## src/hdl/sdramFsmPkg.sv

```systemverilog
package sdramFsmPkg;

    // ------------------------------
    // sizes of the demo memory
    // ------------------------------
    localparam int DATA_WIDTH = 16;                 // one memory word
    localparam int ADDR_WIDTH = 6;                  // 64 word demo array
    localparam int MEM_DEPTH  = 1 << ADDR_WIDTH;

    typedef logic [DATA_WIDTH-1:0] dataT;           // two segment codes per word
    typedef logic [ADDR_WIDTH-1:0] addrT;
    typedef logic [ADDR_WIDTH:0]   countT;          // 1 to 64 needs one extra bit
    typedef logic [7:0]            byteT;           // pattern base
    typedef logic [6:0]            segT;            // segments g..a, active high

    // hex digit to segment code
    function automatic segT sevenSegOf(input logic [3:0] digit);
        segT seg;
        case (digit)
            4'h0: seg = 7'h3F;
            4'h1: seg = 7'h06;
            4'h2: seg = 7'h5B;
            4'h3: seg = 7'h4F;
            4'h4: seg = 7'h66;
            4'h5: seg = 7'h6D;
            4'h6: seg = 7'h7D;
            4'h7: seg = 7'h07;
            4'h8: seg = 7'h7F;
            4'h9: seg = 7'h6F;
            4'hA: seg = 7'h77;
            4'hB: seg = 7'h7C;                      // lower case b
            4'hC: seg = 7'h39;
            4'hD: seg = 7'h5E;                      // lower case d
            4'hE: seg = 7'h79;
            default: seg = 7'h71;                   // F
        endcase
        return seg;
    endfunction

    // word stored at addr for a run with base
    function automatic dataT patternWord(input byteT base, input addrT addr);
        byteT value;
        value = base + byteT'(addr);                // wraps modulo 256
        return {1'b0, sevenSegOf(value[7:4]), 1'b0, sevenSegOf(value[3:0])};
    endfunction

endpackage

```

## src/hdl/sdramBusIf.sv

```systemverilog
`timescale 1ns/1ps

interface sdramBusIf;
    import sdramFsmPkg::*;

    // ------------------------------
    // write side, from the writer
    // ------------------------------
    logic wrRequest;        // word written at this edge, no wait
    addrT writeAddress;
    dataT writeData;

    // ------------------------------
    // read side
    // ------------------------------
    logic rdRequest;        // held with readAddress until rdGrant
    addrT readAddress;
    logic rdGrant;          // only in a cycle without wrRequest
    dataT readData;         // valid with readValid
    logic readValid;        // one cycle after rdGrant

    // writer watches readValid to know when the run has drained
    modport writer (
        output wrRequest, writeAddress, writeData,
        input  readValid
    );

    modport reader (
        output rdRequest, readAddress,
        input  rdGrant, readData, readValid
    );

    modport memory (
        input  wrRequest, writeAddress, writeData, rdRequest, readAddress,
        output rdGrant, readData, readValid
    );

endinterface

```

## src/hdl/seqProgressIf.sv

```systemverilog
`timescale 1ns/1ps

interface seqProgressIf;
    import sdramFsmPkg::*;

    // all driven by the write sequencer
    logic  runStart;        // one cycle pulse per accepted start
    countT wordTotal;       // words in this run, held for the whole run
    byteT  patternBase;     // base of the pattern, held for the whole run
    countT writtenCount;    // words already in memory

    // ------------------------------
    // writer end
    // ------------------------------
    modport source (
        output runStart, wordTotal, patternBase, writtenCount
    );

    // ------------------------------
    // verifier end
    // ------------------------------
    modport sink (
        input runStart, wordTotal, patternBase, writtenCount
    );

endinterface

```

## src/hdl/demoSdram.sv

```systemverilog
`timescale 1ns/1ps

module demoSdram (
    input  logic      Clock,
    input  logic      rstN,
    sdramBusIf.memory bus
);
    import sdramFsmPkg::*;

    dataT memArray [MEM_DEPTH];     // stand in for the real device

    // ------------------------------
    // arbitration
    // ------------------------------
    // writes always win, a read waits for a free cycle
    assign bus.rdGrant = bus.rdRequest && !bus.wrRequest;

    // ------------------------------
    // array and read data
    // ------------------------------
    always_ff @(posedge Clock) begin
        if (bus.wrRequest)
            memArray[bus.writeAddress] <= bus.writeData;
        if (bus.rdGrant)
            bus.readData <= memArray[bus.readAddress];  // one cycle after grant
    end

    always_ff @(posedge Clock) begin
        if (!rstN)
            bus.readValid <= 1'b0;
        else
            bus.readValid <= bus.rdGrant;               // marks the registered word
    end

    // a waiting read keeps its request and address until granted
    holdUntilGrant: assert property (@(posedge Clock) disable iff (!rstN)
        (bus.rdRequest && !bus.rdGrant) |=> (bus.rdRequest && $stable(bus.readAddress)));

endmodule

```

## src/hdl/readVerifier.sv

```systemverilog
`timescale 1ns/1ps

module readVerifier (
    input  logic                Clock,
    input  logic                rstN,
    sdramBusIf.reader           bus,
    seqProgressIf.sink          progress,
    output logic                Busy,
    output logic                Done,
    output sdramFsmPkg::countT  MismatchCount,
    output sdramFsmPkg::addrT   ReadAddress
);
    import sdramFsmPkg::*;

    typedef enum logic [1:0] {idle, request, waitData, finish} verifyStateT;

    verifyStateT state;
    addrT readAddress;          // address requested and then returning
    byteT baseLatch;
    logic wordReady;            // requested word already written
    logic lastWord;
    logic mismatch;

    // ------------------------------
    // status decode
    // ------------------------------
    assign wordReady = progress.writtenCount > {1'b0, readAddress};
    assign lastWord  = ({1'b0, readAddress} + 7'd1) == progress.wordTotal;
    assign mismatch  = bus.readData != patternWord(baseLatch, readAddress);

    assign bus.rdRequest   = (state == request) && wordReady;   // held until granted
    assign bus.readAddress = readAddress;
    assign ReadAddress     = readAddress;

    // busy from the runStart cycle, low again with Done
    assign Busy = progress.runStart || (state == request) || (state == waitData);
    assign Done = (state == finish);

    // ------------------------------
    // read back FSM
    // ------------------------------
    always_ff @(posedge Clock) begin
        if (!rstN) begin
            state         <= idle;
            readAddress   <= '0;
            MismatchCount <= '0;
        end else begin
            case (state)
                idle: begin
                    if (progress.runStart) begin
                        baseLatch     <= progress.patternBase;
                        readAddress   <= '0;
                        MismatchCount <= '0;    // cleared per run, kept after Done
                        state         <= request;
                    end
                end
                request: begin
                    if (bus.rdGrant)
                        state <= waitData;
                end
                waitData: begin
                    if (bus.readValid) begin
                        if (mismatch)
                            MismatchCount <= MismatchCount + 7'd1;
                        if (lastWord) begin
                            state <= finish;
                        end else begin
                            readAddress <= readAddress + 6'd1;
                            state       <= request;
                        end
                    end
                end
                finish: state <= idle;          // Done for this one cycle
                default: state <= idle;
            endcase
        end
    end

    // data only comes back for a request this block made
    validAfterGrant: assert property (@(posedge Clock) disable iff (!rstN)
        bus.readValid |-> $past(bus.rdGrant && bus.rdRequest && (state == request)));

endmodule

```

## src/hdl/sdramFsmTop.sv

```systemverilog
`timescale 1ns/1ps

module sdramFsmTop (
    input  logic               Clock,
    input  logic               rstN,
    input  logic               StartWr,         // ignored while Busy
    input  sdramFsmPkg::countT WordCount,       // 1 to 64
    input  sdramFsmPkg::byteT  PatternBase,
    output logic               Busy,
    output logic               Done,
    output sdramFsmPkg::countT MismatchCount,
    output sdramFsmPkg::dataT  ReadData,
    output logic               ReadValid,
    output sdramFsmPkg::addrT  ReadAddress
);

    sdramBusIf    sdramBus ();
    seqProgressIf progressLink ();

    // ------------------------------
    // pattern writer
    // ------------------------------
    writeSequencer writeSeq (
        .Clock       (Clock),
        .rstN        (rstN),
        .StartWr     (StartWr),
        .WordCount   (WordCount),
        .PatternBase (PatternBase),
        .bus         (sdramBus.writer),
        .progress    (progressLink.source)
    );

    // ------------------------------
    // read back and compare
    // ------------------------------
    readVerifier verifier (
        .Clock         (Clock),
        .rstN          (rstN),
        .bus           (sdramBus.reader),
        .progress      (progressLink.sink),
        .Busy          (Busy),
        .Done          (Done),
        .MismatchCount (MismatchCount),
        .ReadAddress   (ReadAddress)
    );

    demoSdram sdram (
        .Clock (Clock),
        .rstN  (rstN),
        .bus   (sdramBus.memory)
    );

    assign ReadData  = sdramBus.readData;    // word under ReadAddress
    assign ReadValid = sdramBus.readValid;

endmodule

```

## src/hdl/writeSequencer.sv

```systemverilog
`timescale 1ns/1ps

module writeSequencer (
    input  logic               Clock,
    input  logic               rstN,
    input  logic               StartWr,
    input  sdramFsmPkg::countT WordCount,
    input  sdramFsmPkg::byteT  PatternBase,
    sdramBusIf.writer          bus,
    seqProgressIf.source       progress
);
    import sdramFsmPkg::*;

    typedef enum logic {idle, writing} writerStateT;

    writerStateT state;
    logic  runStart;
    countT wordTotal;
    byteT  patternBase;
    addrT  writeAddress;
    countT writtenCount;
    countT returnedCount;       // words read back so far
    logic  writesLeft;

    assign writesLeft = writtenCount < wordTotal;

    // ------------------------------
    // bus and progress outputs
    // ------------------------------
    assign bus.wrRequest    = (state == writing) && writesLeft;
    assign bus.writeAddress = writeAddress;
    assign bus.writeData    = patternWord(patternBase, writeAddress);

    assign progress.runStart     = runStart;
    assign progress.wordTotal    = wordTotal;
    assign progress.patternBase  = patternBase;
    assign progress.writtenCount = writtenCount;

    // writing covers the whole run, writes first and then the read back
    always_ff @(posedge Clock) begin
        if (!rstN) begin
            state         <= idle;
            runStart      <= 1'b0;
            wordTotal     <= '0;
            writeAddress  <= '0;
            writtenCount  <= '0;
            returnedCount <= '0;
        end else begin
            runStart <= 1'b0;                       // single cycle pulse
            case (state)
                idle: begin
                    if (StartWr && (WordCount != '0)) begin   // zero length start dropped
                        wordTotal     <= WordCount;
                        patternBase   <= PatternBase;
                        writeAddress  <= '0;
                        writtenCount  <= '0;
                        returnedCount <= '0;
                        runStart      <= 1'b1;
                        state         <= writing;
                    end
                end
                writing: begin
                    if (writesLeft) begin           // one word every cycle, writes never stall
                        writeAddress <= writeAddress + 6'd1;
                        writtenCount <= writtenCount + 7'd1;
                    end
                    if (bus.readValid) begin
                        returnedCount <= returnedCount + 7'd1;
                        if ((returnedCount + 7'd1) == wordTotal)
                            state <= idle;          // same edge the verifier finishes
                    end
                end
                default: state <= idle;
            endcase
        end
    end

    // write address stays inside the run
    writeInRun: assert property (@(posedge Clock) disable iff (!rstN)
        bus.wrRequest |-> ({1'b0, bus.writeAddress} < progress.wordTotal));

endmodule

```

## config.mk

```make
export PLATFORM = sky130hd
export DESIGN_NAME = sdramFsmTop
export DESIGN_NICKNAME = d
export VERILOG_FILES = /design/src/hdl/sdramFsmPkg.sv /design/src/hdl/sdramBusIf.sv /design/src/hdl/seqProgressIf.sv /design/src/hdl/demoSdram.sv /design/src/hdl/readVerifier.sv /design/src/hdl/sdramFsmTop.sv /design/src/hdl/writeSequencer.sv
export SDC_FILE = /design/constraint.sdc
export NUM_CORES = 1
export LEC_CHECK = 0
export BUFFER_PORTS_ARGS = -buffer_cell sky130_fd_sc_hd__buf_2
export CORE_MARGIN = 2
export CORE_UTILIZATION = 45
export CTS_BUF_LIST = sky130_fd_sc_hd__clkbuf_4 sky130_fd_sc_hd__clkbuf_8
export DETAILED_ROUTE_END_ITERATION = 10
export GPL_TIMING_DRIVEN = 0
export PLACE_DENSITY_LB_ADDON = 0.3
export SYNTH_ARGS = -nofsm -noshare
export SYNTH_HDL_FRONTEND = slang
export SYNTH_SLANG_ARGS = --single-unit
export TNS_END_PERCENT = 20
```

## constraint.sdc

```tcl
create_clock -name Clock -period 17.1 [get_ports Clock]
set_input_delay 0.855 -clock Clock [delete_from_list [all_inputs] [get_ports Clock]]
set_output_delay 0.855 -clock Clock [all_outputs]
set_load 0.05 [all_outputs]
```

==> out/qor.txt, run 1 <==
Measured slew at the worst slew-check pin -> 1.46 ns
Synth warn -> 0
Asr flop ratio synth -> 0
Pwr/cell area -> 105 nW/um^2
Setup Skew -> 0.0567 ns
Setup-failing EPs final -> 0
WP buf/inv -> 4
IO Port Bufs -> 47
CTS root buf -> clkbuf_8
Post-synth EDFFs -> 926
Commonest non-fill, non-tap cell in the layout -> edfxtp_1
DR vias/cell -> 5.94
Die width -> 301 um
Starting Density -> 0.456
Pre-antenna DRT Iters -> 7
Crit-path max FO -> 10
Worst slack, placed -> 10.73 ns
Max-slew violation count -> 0
Slew headroom -> 0.0263
DRC violation count after routing -> 0
Drt wl/cell -> 27.8 um
Top delay family on crit path -> buffers and inverters
Startpoint Class -> flop
CP Class -> flop to flop
Share of layout cells above drive strength 1 -> 0.293
Post-Syn Area -> 39700 sq um
Synth Instances -> 1958
Status -> completed
Total number of vias -> 20572
Clock Latency Late Sink -> 0.83 ns
FP Rows -> 108
Max incr delay on CP -> 0.76 ns
Detailed Place HPWL -> 65.3 mm
Post-CTS sizing -> 0
Part of the power in registers -> 0.561
Commonest cells after routing, fill and taps aside -> edfxtp_1 (926), mux4_2 (295), clkbuf_8 (156)
Die height -> 301 um
Total GRT Usage -> 0.215
Avg Inst Size Synth -> 20.3 sq um
Reg area -> 28700 sq um
Core Region -> 87200 sq um
First-pass GRT wire length -> 140 mm
P_int -> 3.69 mW
Number of global-route vias before repair -> 20775
Final net count -> 2273
Power share of the clock group -> 0.396
Crit path DAT -> 7.11 ns
Clk slew on worst S/H paths -> 0.06 ns
Hold-fix buffers, CTS -> 0
Htree depth -> 4
Global placement routability congestion -> 0.876
CP Capture Type -> flop
CTS tree -> done
Final WS setup -> 10.73 ns
Critical Path RT -> 17.84 ns
Cts bufs inserted -> 155
Fin. Hold Viols -> 0
Pin count of the biggest net entering global routing -> 45
Worst-path cell chain -> clkbuf_1 -> clkbuf_1 -> buf_1 -> inv_1 -> fa_1 -> nand2b_1 -> a21oi_1 -> xnor2_1 -> ha_1 -> nor4b_1 -> nor3_1 -> o221ai_1 -> o22ai_1 -> xnor2_1 -> and4_1 -> nand4_4 -> nand2_2 -> mux2i_1
Combinational share of power -> 0.042
Part of the Yosys area used for sequential elements -> 0.722
Num ports -> 50
Drt total wl -> 96.1 mm
Unique masters post-synth -> 80
Placed cell area -> 42100 sq um
Final core occ -> 0.517
Tcrit/Tclk final -> 0.372
GRT overflow -> 0
Slowest CP cell -> clkbuf_1
Post CTS Setup Buffer Count -> 0
Fmax -> 0.157 GHz
Die ar. -> 90700 sq um
Switch Pwr -> 1.04 mW
Hold crit path type -> input port to flop
MaxCap Viol Count -> 0
Clock Sinks -> 971
Register bit total from synthesis -> 971
RSZ-0062 raised after global routing -> false
Top_reg_cell synth -> edfxtp_1
Sw frac -> 0.221
Setup TNS -> 0 ns
DRT antenna net count -> 0
Hold WS -> 0.209 ns
VDD IR max -> 0.0000580 V
Antenna violations before repair -> 6
Leakage -> 14.0 nW
Bufs on Longest Clock Path -> 3
DRT iter0 DRCs -> 2366
Period minus WS final -> 6.37 ns
Syn-to-layout area delta -> 13.5%
Multi-input logic area -> 10700 sq um
Post-route cell area -> 45100 sq um
Filler cells -> 6850
Flop-to-flop setup slack -> 10.73 ns
[cells in the mapped netlist, types with 4 or more instances]
master | instances | area [sq um]
edfxtp_1 | 926 | 27800
mux4_2 | 295 | 6640
nor2_1 | 101 | 379
clkbuf_1 | 54 | 203
ha_1 | 54 | 676
nand2_1 | 54 | 203
dfxtp_1 | 45 | 901
buf_1 | 33 | 124
inv_1 | 32 | 120
o21ai_0 | 32 | 160
xnor2_1 | 27 | 236
nand3_1 | 26 | 130
a21oi_1 | 22 | 110
nor3_1 | 22 | 110
xor2_1 | 20 | 175
a21boi_0 | 14 | 105
mux2i_1 | 14 | 140
and2_1 | 13 | 81.3
nor2b_1 | 12 | 75.1
and3_1 | 10 | 62.6
nand3b_1 | 9 | 67.6
a21o_1 | 8 | 60.1
a31oi_1 | 8 | 50.1
nand2b_1 | 6 | 37.5
a211oi_1 | 5 | 37.5
a21boi_1 | 5 | 37.5
nor4_1 | 5 | 31.3
o31ai_1 | 5 | 37.5
buf_2 | 4 | 20.0
buf_4 | 4 | 30.0
o21a_1 | 4 | 30.0
o22a_1 | 4 | 35.0
or3_1 | 4 | 25.0
[state kept, by name (all words and copies together) (netlist names)]
signal                          cells
writeSeq.progress.patternBase       8
verifier.baseLatch                  8
sdram.memArray                    896
writeSeq.progress.wordTotal         7
writeSeq.bus.writeAddress           6
writeSeq.progress.writtenCount      7
writeSeq.returnedCount              7
writeSeq.state                      1
sdram.bus.readData                 14
verifier.state                      2
sdram.bus.readValid                 1
writeSeq.progress.runStart          1
verifier.MismatchCount              7
verifier.ReadAddress                6
[power groups by stage]
stage	Sequential (mW)	Combinational, mW	Clock, mW
floorplan	2.71	0.0890	0
global placement	2.72	0.150	0
detailed placement	2.71	0.198	0
CTS	2.66	0.198	1.91
global route	2.66	0.212	2.01
finish	2.66	0.199	1.88
[final timing paths]
check	startpoint	endpoint	depth (start not counted)
setup / recovery	verifier.ReadAddress[1]	verifier.MismatchCount[1]	18
hold / removal	PatternBase[4]	writeSeq.progress.patternBase[4]	1
setup reg to reg	verifier.ReadAddress[1]	verifier.MismatchCount[1]	18
hold reg to reg	writeSeq.progress.patternBase[0]	verifier.baseLatch[0]	0
[per-stage QoR]
stage | cells | total power, mW
floorplan | 1959 | 2.80
global route | 3460 | 4.88
global placement | 3161 | 2.87
finish | 3461 | 4.73
detailed placement | 3185 | 2.90
CTS | 3443 | 4.76
[worst reg2reg max path, cell delays in order (launching register included)]
cell and delay, ns:
dfxtp_1 0.53, clkbuf_1 0.76, clkbuf_1 0.64, buf_1 0.62, inv_1 0.25, fa_1 0.57
nand2b_1 0.27, a21oi_1 0.19, xnor2_1 0.38, ha_1 0.43, nor4b_1 0.36, nor3_1 0.11
o221ai_1 0.09, o22ai_1 0.14, xnor2_1 0.15, and4_1 0.24, nand4_4 0.19, nand2_2 0.16
mux2i_1 0.21
[cell families after synthesis]
logic type                 share of synthesized area
adders and majority gates                     0.0180
other                                      0.0000944
and+or+nand+nor                               0.0362
buffers and inverters                         0.0137
xor gates and xnor gates                      0.0108
DFF                                            0.722
AOI/OAI and AO/OA                             0.0274
muxes                                          0.171
[area by class of cell]
type,count,share of cell area
antenna,6,0.000333
multi-input combinational,856,0.236
clock buffer,206,0.0559
timing repair buffer,83,0.0189
inverter,33,0.00275
clock inverter,52,0.00769
buffer,99,0.00930
sequential,971,0.637
tap,1155,0.0320
[per-layer routing]
| metal | global-route usage | routed length (um) | vias up |
|---|---|---|---|
| li1 | - | - | 8602 |
| met1 | 0.300 | 39600 | 10843 |
| met2 | 0.334 | 45600 | 951 |
| met3 | 0.0476 | 8020 | 172 |
| met4 | 0.0798 | 2960 | 4 |
| met5 | 0 | 16 | - |
Note: power is estimated with default switching activity, not from simulation.
==> run 2, diff against run 1 <==
Clock period 17.1 ns to 5.6 ns, I/O delays scaled along.
==> out/qor.txt, run 2 (synthesized netlist as in run 1, its figures left out) <==
Drt total wl -> 96.6 mm (was 96.1 mm)
Crit path DAT -> 5.78 ns (was 7.11 ns)
Crit path capture -> sdram.memArray[29][7] (was verifier.MismatchCount[1])
Top reg by flops -> sdram.memArray (unchanged)
Startpoint Class -> flop (unchanged)
Pin count of the biggest net entering global routing -> 53 (was 45)
Cts bufs inserted -> 157 (was 155)
Tcrit/Tclk final -> 0.959 (was 0.372)
Critical Path RT -> 6.01 ns (was 17.84 ns)
Clock Sinks -> 971 (unchanged)
Worst R2R Path Depth -> 11 (was 18)
Pwr/cell area -> 328 nW/um^2 (was 105 nW/um^2)
Die height -> 301 um (unchanged)
Crit path from -> writeSeq.progress.wordTotal[2] (was verifier.ReadAddress[1])
Setup-failing EPs final -> 0 (unchanged)
Commonest cells after routing, fill and taps aside -> edfxtp_1 (926), mux4_2 (295), clkbuf_8 (158) (was edfxtp_1 (926), mux4_2 (295), clkbuf_8 (156))
Global placement routability congestion -> 0.921 (was 0.876)
FP Rows -> 108 (unchanged)
Antenna violations before repair -> 4 (was 6)
Leakage -> 14.3 nW (was 14.0 nW)
Num ports -> 50 (unchanged)
VDD IR max -> 0.000226 V (was 0.0000580 V)
Core Region -> 87200 sq um (unchanged)
Setup Skew -> 0.0443 ns (was 0.0567 ns)
CP Capture Type -> flop (unchanged)
Detailed Place HPWL -> 64.0 mm (was 65.3 mm)
Measured slew at the worst slew-check pin -> 1.41 ns (was 1.46 ns)
Fmax -> 0.186 GHz (was 0.157 GHz)
Largest register FFs -> 896 (unchanged)
Flop-to-flop setup slack -> 0.23 ns (was 10.73 ns)
Bufs on Longest Clock Path -> 3 (unchanged)
Setup TNS -> 0 ns (unchanged)
DRT iter0 DRCs -> 2674 (was 2366)
DRT antenna net count -> 0 (unchanged)
Syn-to-layout area delta -> 14.6% (was 13.5%)
MaxCap Viol Count -> 0 (unchanged)
Max-slew violation count -> 0 (unchanged)
Filler cells -> 6760 (was 6850)
Status -> completed (unchanged)
Post-route cell area -> 45600 sq um (was 45100 sq um)
Clock Latency Late Sink -> 0.82 ns (was 0.83 ns)
Largest regs -> sdram.memArray: 896 flops, sdram.bus.readData: 14 flops (unchanged)
CP Class -> flop to flop (unchanged)
RSZ-0062 raised after global routing -> false (unchanged)
Die ar. -> 90700 sq um (unchanged)
Reg2Reg Capture Point -> sdram.memArray[29][7] (was verifier.MismatchCount[1])
Post CTS Setup Buffer Count -> 0 (unchanged)
DR vias/cell -> 5.94 (about the same)
GRT overflow -> 0 (unchanged)
Total number of vias -> 20747 (was 20572)
First-pass GRT wire length -> 140 mm (about the same)
Fin. Hold Viols -> 0 (unchanged)
Total GRT Usage -> 0.217 (was 0.215)
Share of layout cells above drive strength 1 -> 0.302 (was 0.293)
CTS root buf -> clkbuf_8 (unchanged)
Crit-path max FO -> 14 (was 10)
Startpoint of the worst-slack reg-to-reg timing path -> writeSeq.progress.wordTotal[2] (was verifier.ReadAddress[1])
Htree depth -> 4 (unchanged)
Final net count -> 2289 (was 2273)
Placed cell area -> 42000 sq um (was 42100 sq um)
Drt wl/cell -> 27.6 um (was 27.8 um)
Period minus WS final -> 5.37 ns (was 6.37 ns)
IO Port Bufs -> 47 (unchanged)
Die width -> 301 um (unchanged)
Slew headroom -> 0.0587 (was 0.0263)
Pre-antenna DRT Iters -> 6 (was 7)
Commonest non-fill, non-tap cell in the layout -> edfxtp_1 (unchanged)
Final core occ -> 0.523 (was 0.517)
Total power -> 14.9 mW (was 4.73 mW)
Clk slew on worst S/H paths -> 0.06 ns (about the same)
CTS tree -> done (unchanged)
Number of global-route vias before repair -> 20755 (was 20775)
DRC violation count after routing -> 0 (unchanged)
Starting Density -> 0.456 (unchanged)
Hold crit path type -> input port to flop (unchanged)
-- run 2: cell types whose count changed in the layout (fill, tap and decap cells not counted), sizes merged --
cell and change:
dlygate4sd3 +16, clkinv +9, bufinv +6, clkbuf +6, diode -5, inv +3, buf -2
-- run 2: worst min path at each step --
stage	startpoint	to	slack, ns	cells after the start
floorplan	PatternBase[0]	writeSeq.progress.patternBase[0]	0.38	0
global placement	writeSeq.progress.patternBase[4]	verifier.baseLatch[4]	0.45	0
detailed placement	writeSeq.progress.patternBase[0]	verifier.baseLatch[0]	0.46	0
CTS	StartWr	writeSeq.bus.writeAddress[1]	0.11	4
global route	PatternBase[7]	writeSeq.progress.patternBase[7]	0.16	2
finish	PatternBase[7]	writeSeq.progress.patternBase[7]	0.19	2
-- run 2: critical path, cell delays in order (launching register included) --
cell,delay [ns]
dfxtp_1,0.31
clkbuf_1,0.35
inv_1,0.15
ha_1,0.29
a21o_1,0.15
a21o_1,0.16
a21o_1,0.18
a21oi_1,0.19
o21a_1,0.21
clkbuf_1,0.36
nand4b_1,1.08
nor2_1,1.52
-- run 2: power by group --
part           internal, mW  switching (mW)
registers              8.10          0.0167
logic                 0.184           0.431
clock network          3.36            2.84
-- run 2: area by class of cell --
type,count,area (sq um),share of cell area
Antenna cell,1,2.50,0.0000549
Buffer,98,420,0.00923
Clock buffer,212,2580,0.0566
Clock inverter,70,609,0.0134
Inverter,33,124,0.00272
Multi-Input combinational cell,856,10700,0.234
Sequential cell,971,28700,0.630
Tap cell,1155,1450,0.0317
Timing Repair Buffer,98,992,0.0218
-- run 2: stage by stage --
step,setup WS [ns],hold slack (ns),instances
final,0.231,0.194,3494
after detailed placement,-0.719,0.460,3185
after global routing,0.0293,0.159,3494
after CTS,0.110,0.109,3482
after global placement,-2.68,0.454,3161
after floorplan,0.524,0.379,1959
-- run 2: timing repair --
item | CTS | global route
endpoints found under the setup margin | 7 | 7
hold buffers | 16 | 0
resized for setup | 2 | 2
hold endpoints to repair | 25 | 0
-- run 2: routing by layer --
layer / part of all wire / GRT usage / vias up
li1: - / - / 8641
met1: 0.41 / 0.306 / 10932
met2: 0.47 / 0.335 / 994
met3: 0.082 / 0.0445 / 180
met4: 0.034 / 0.0823 / 0
met5: 0 / 0 / -
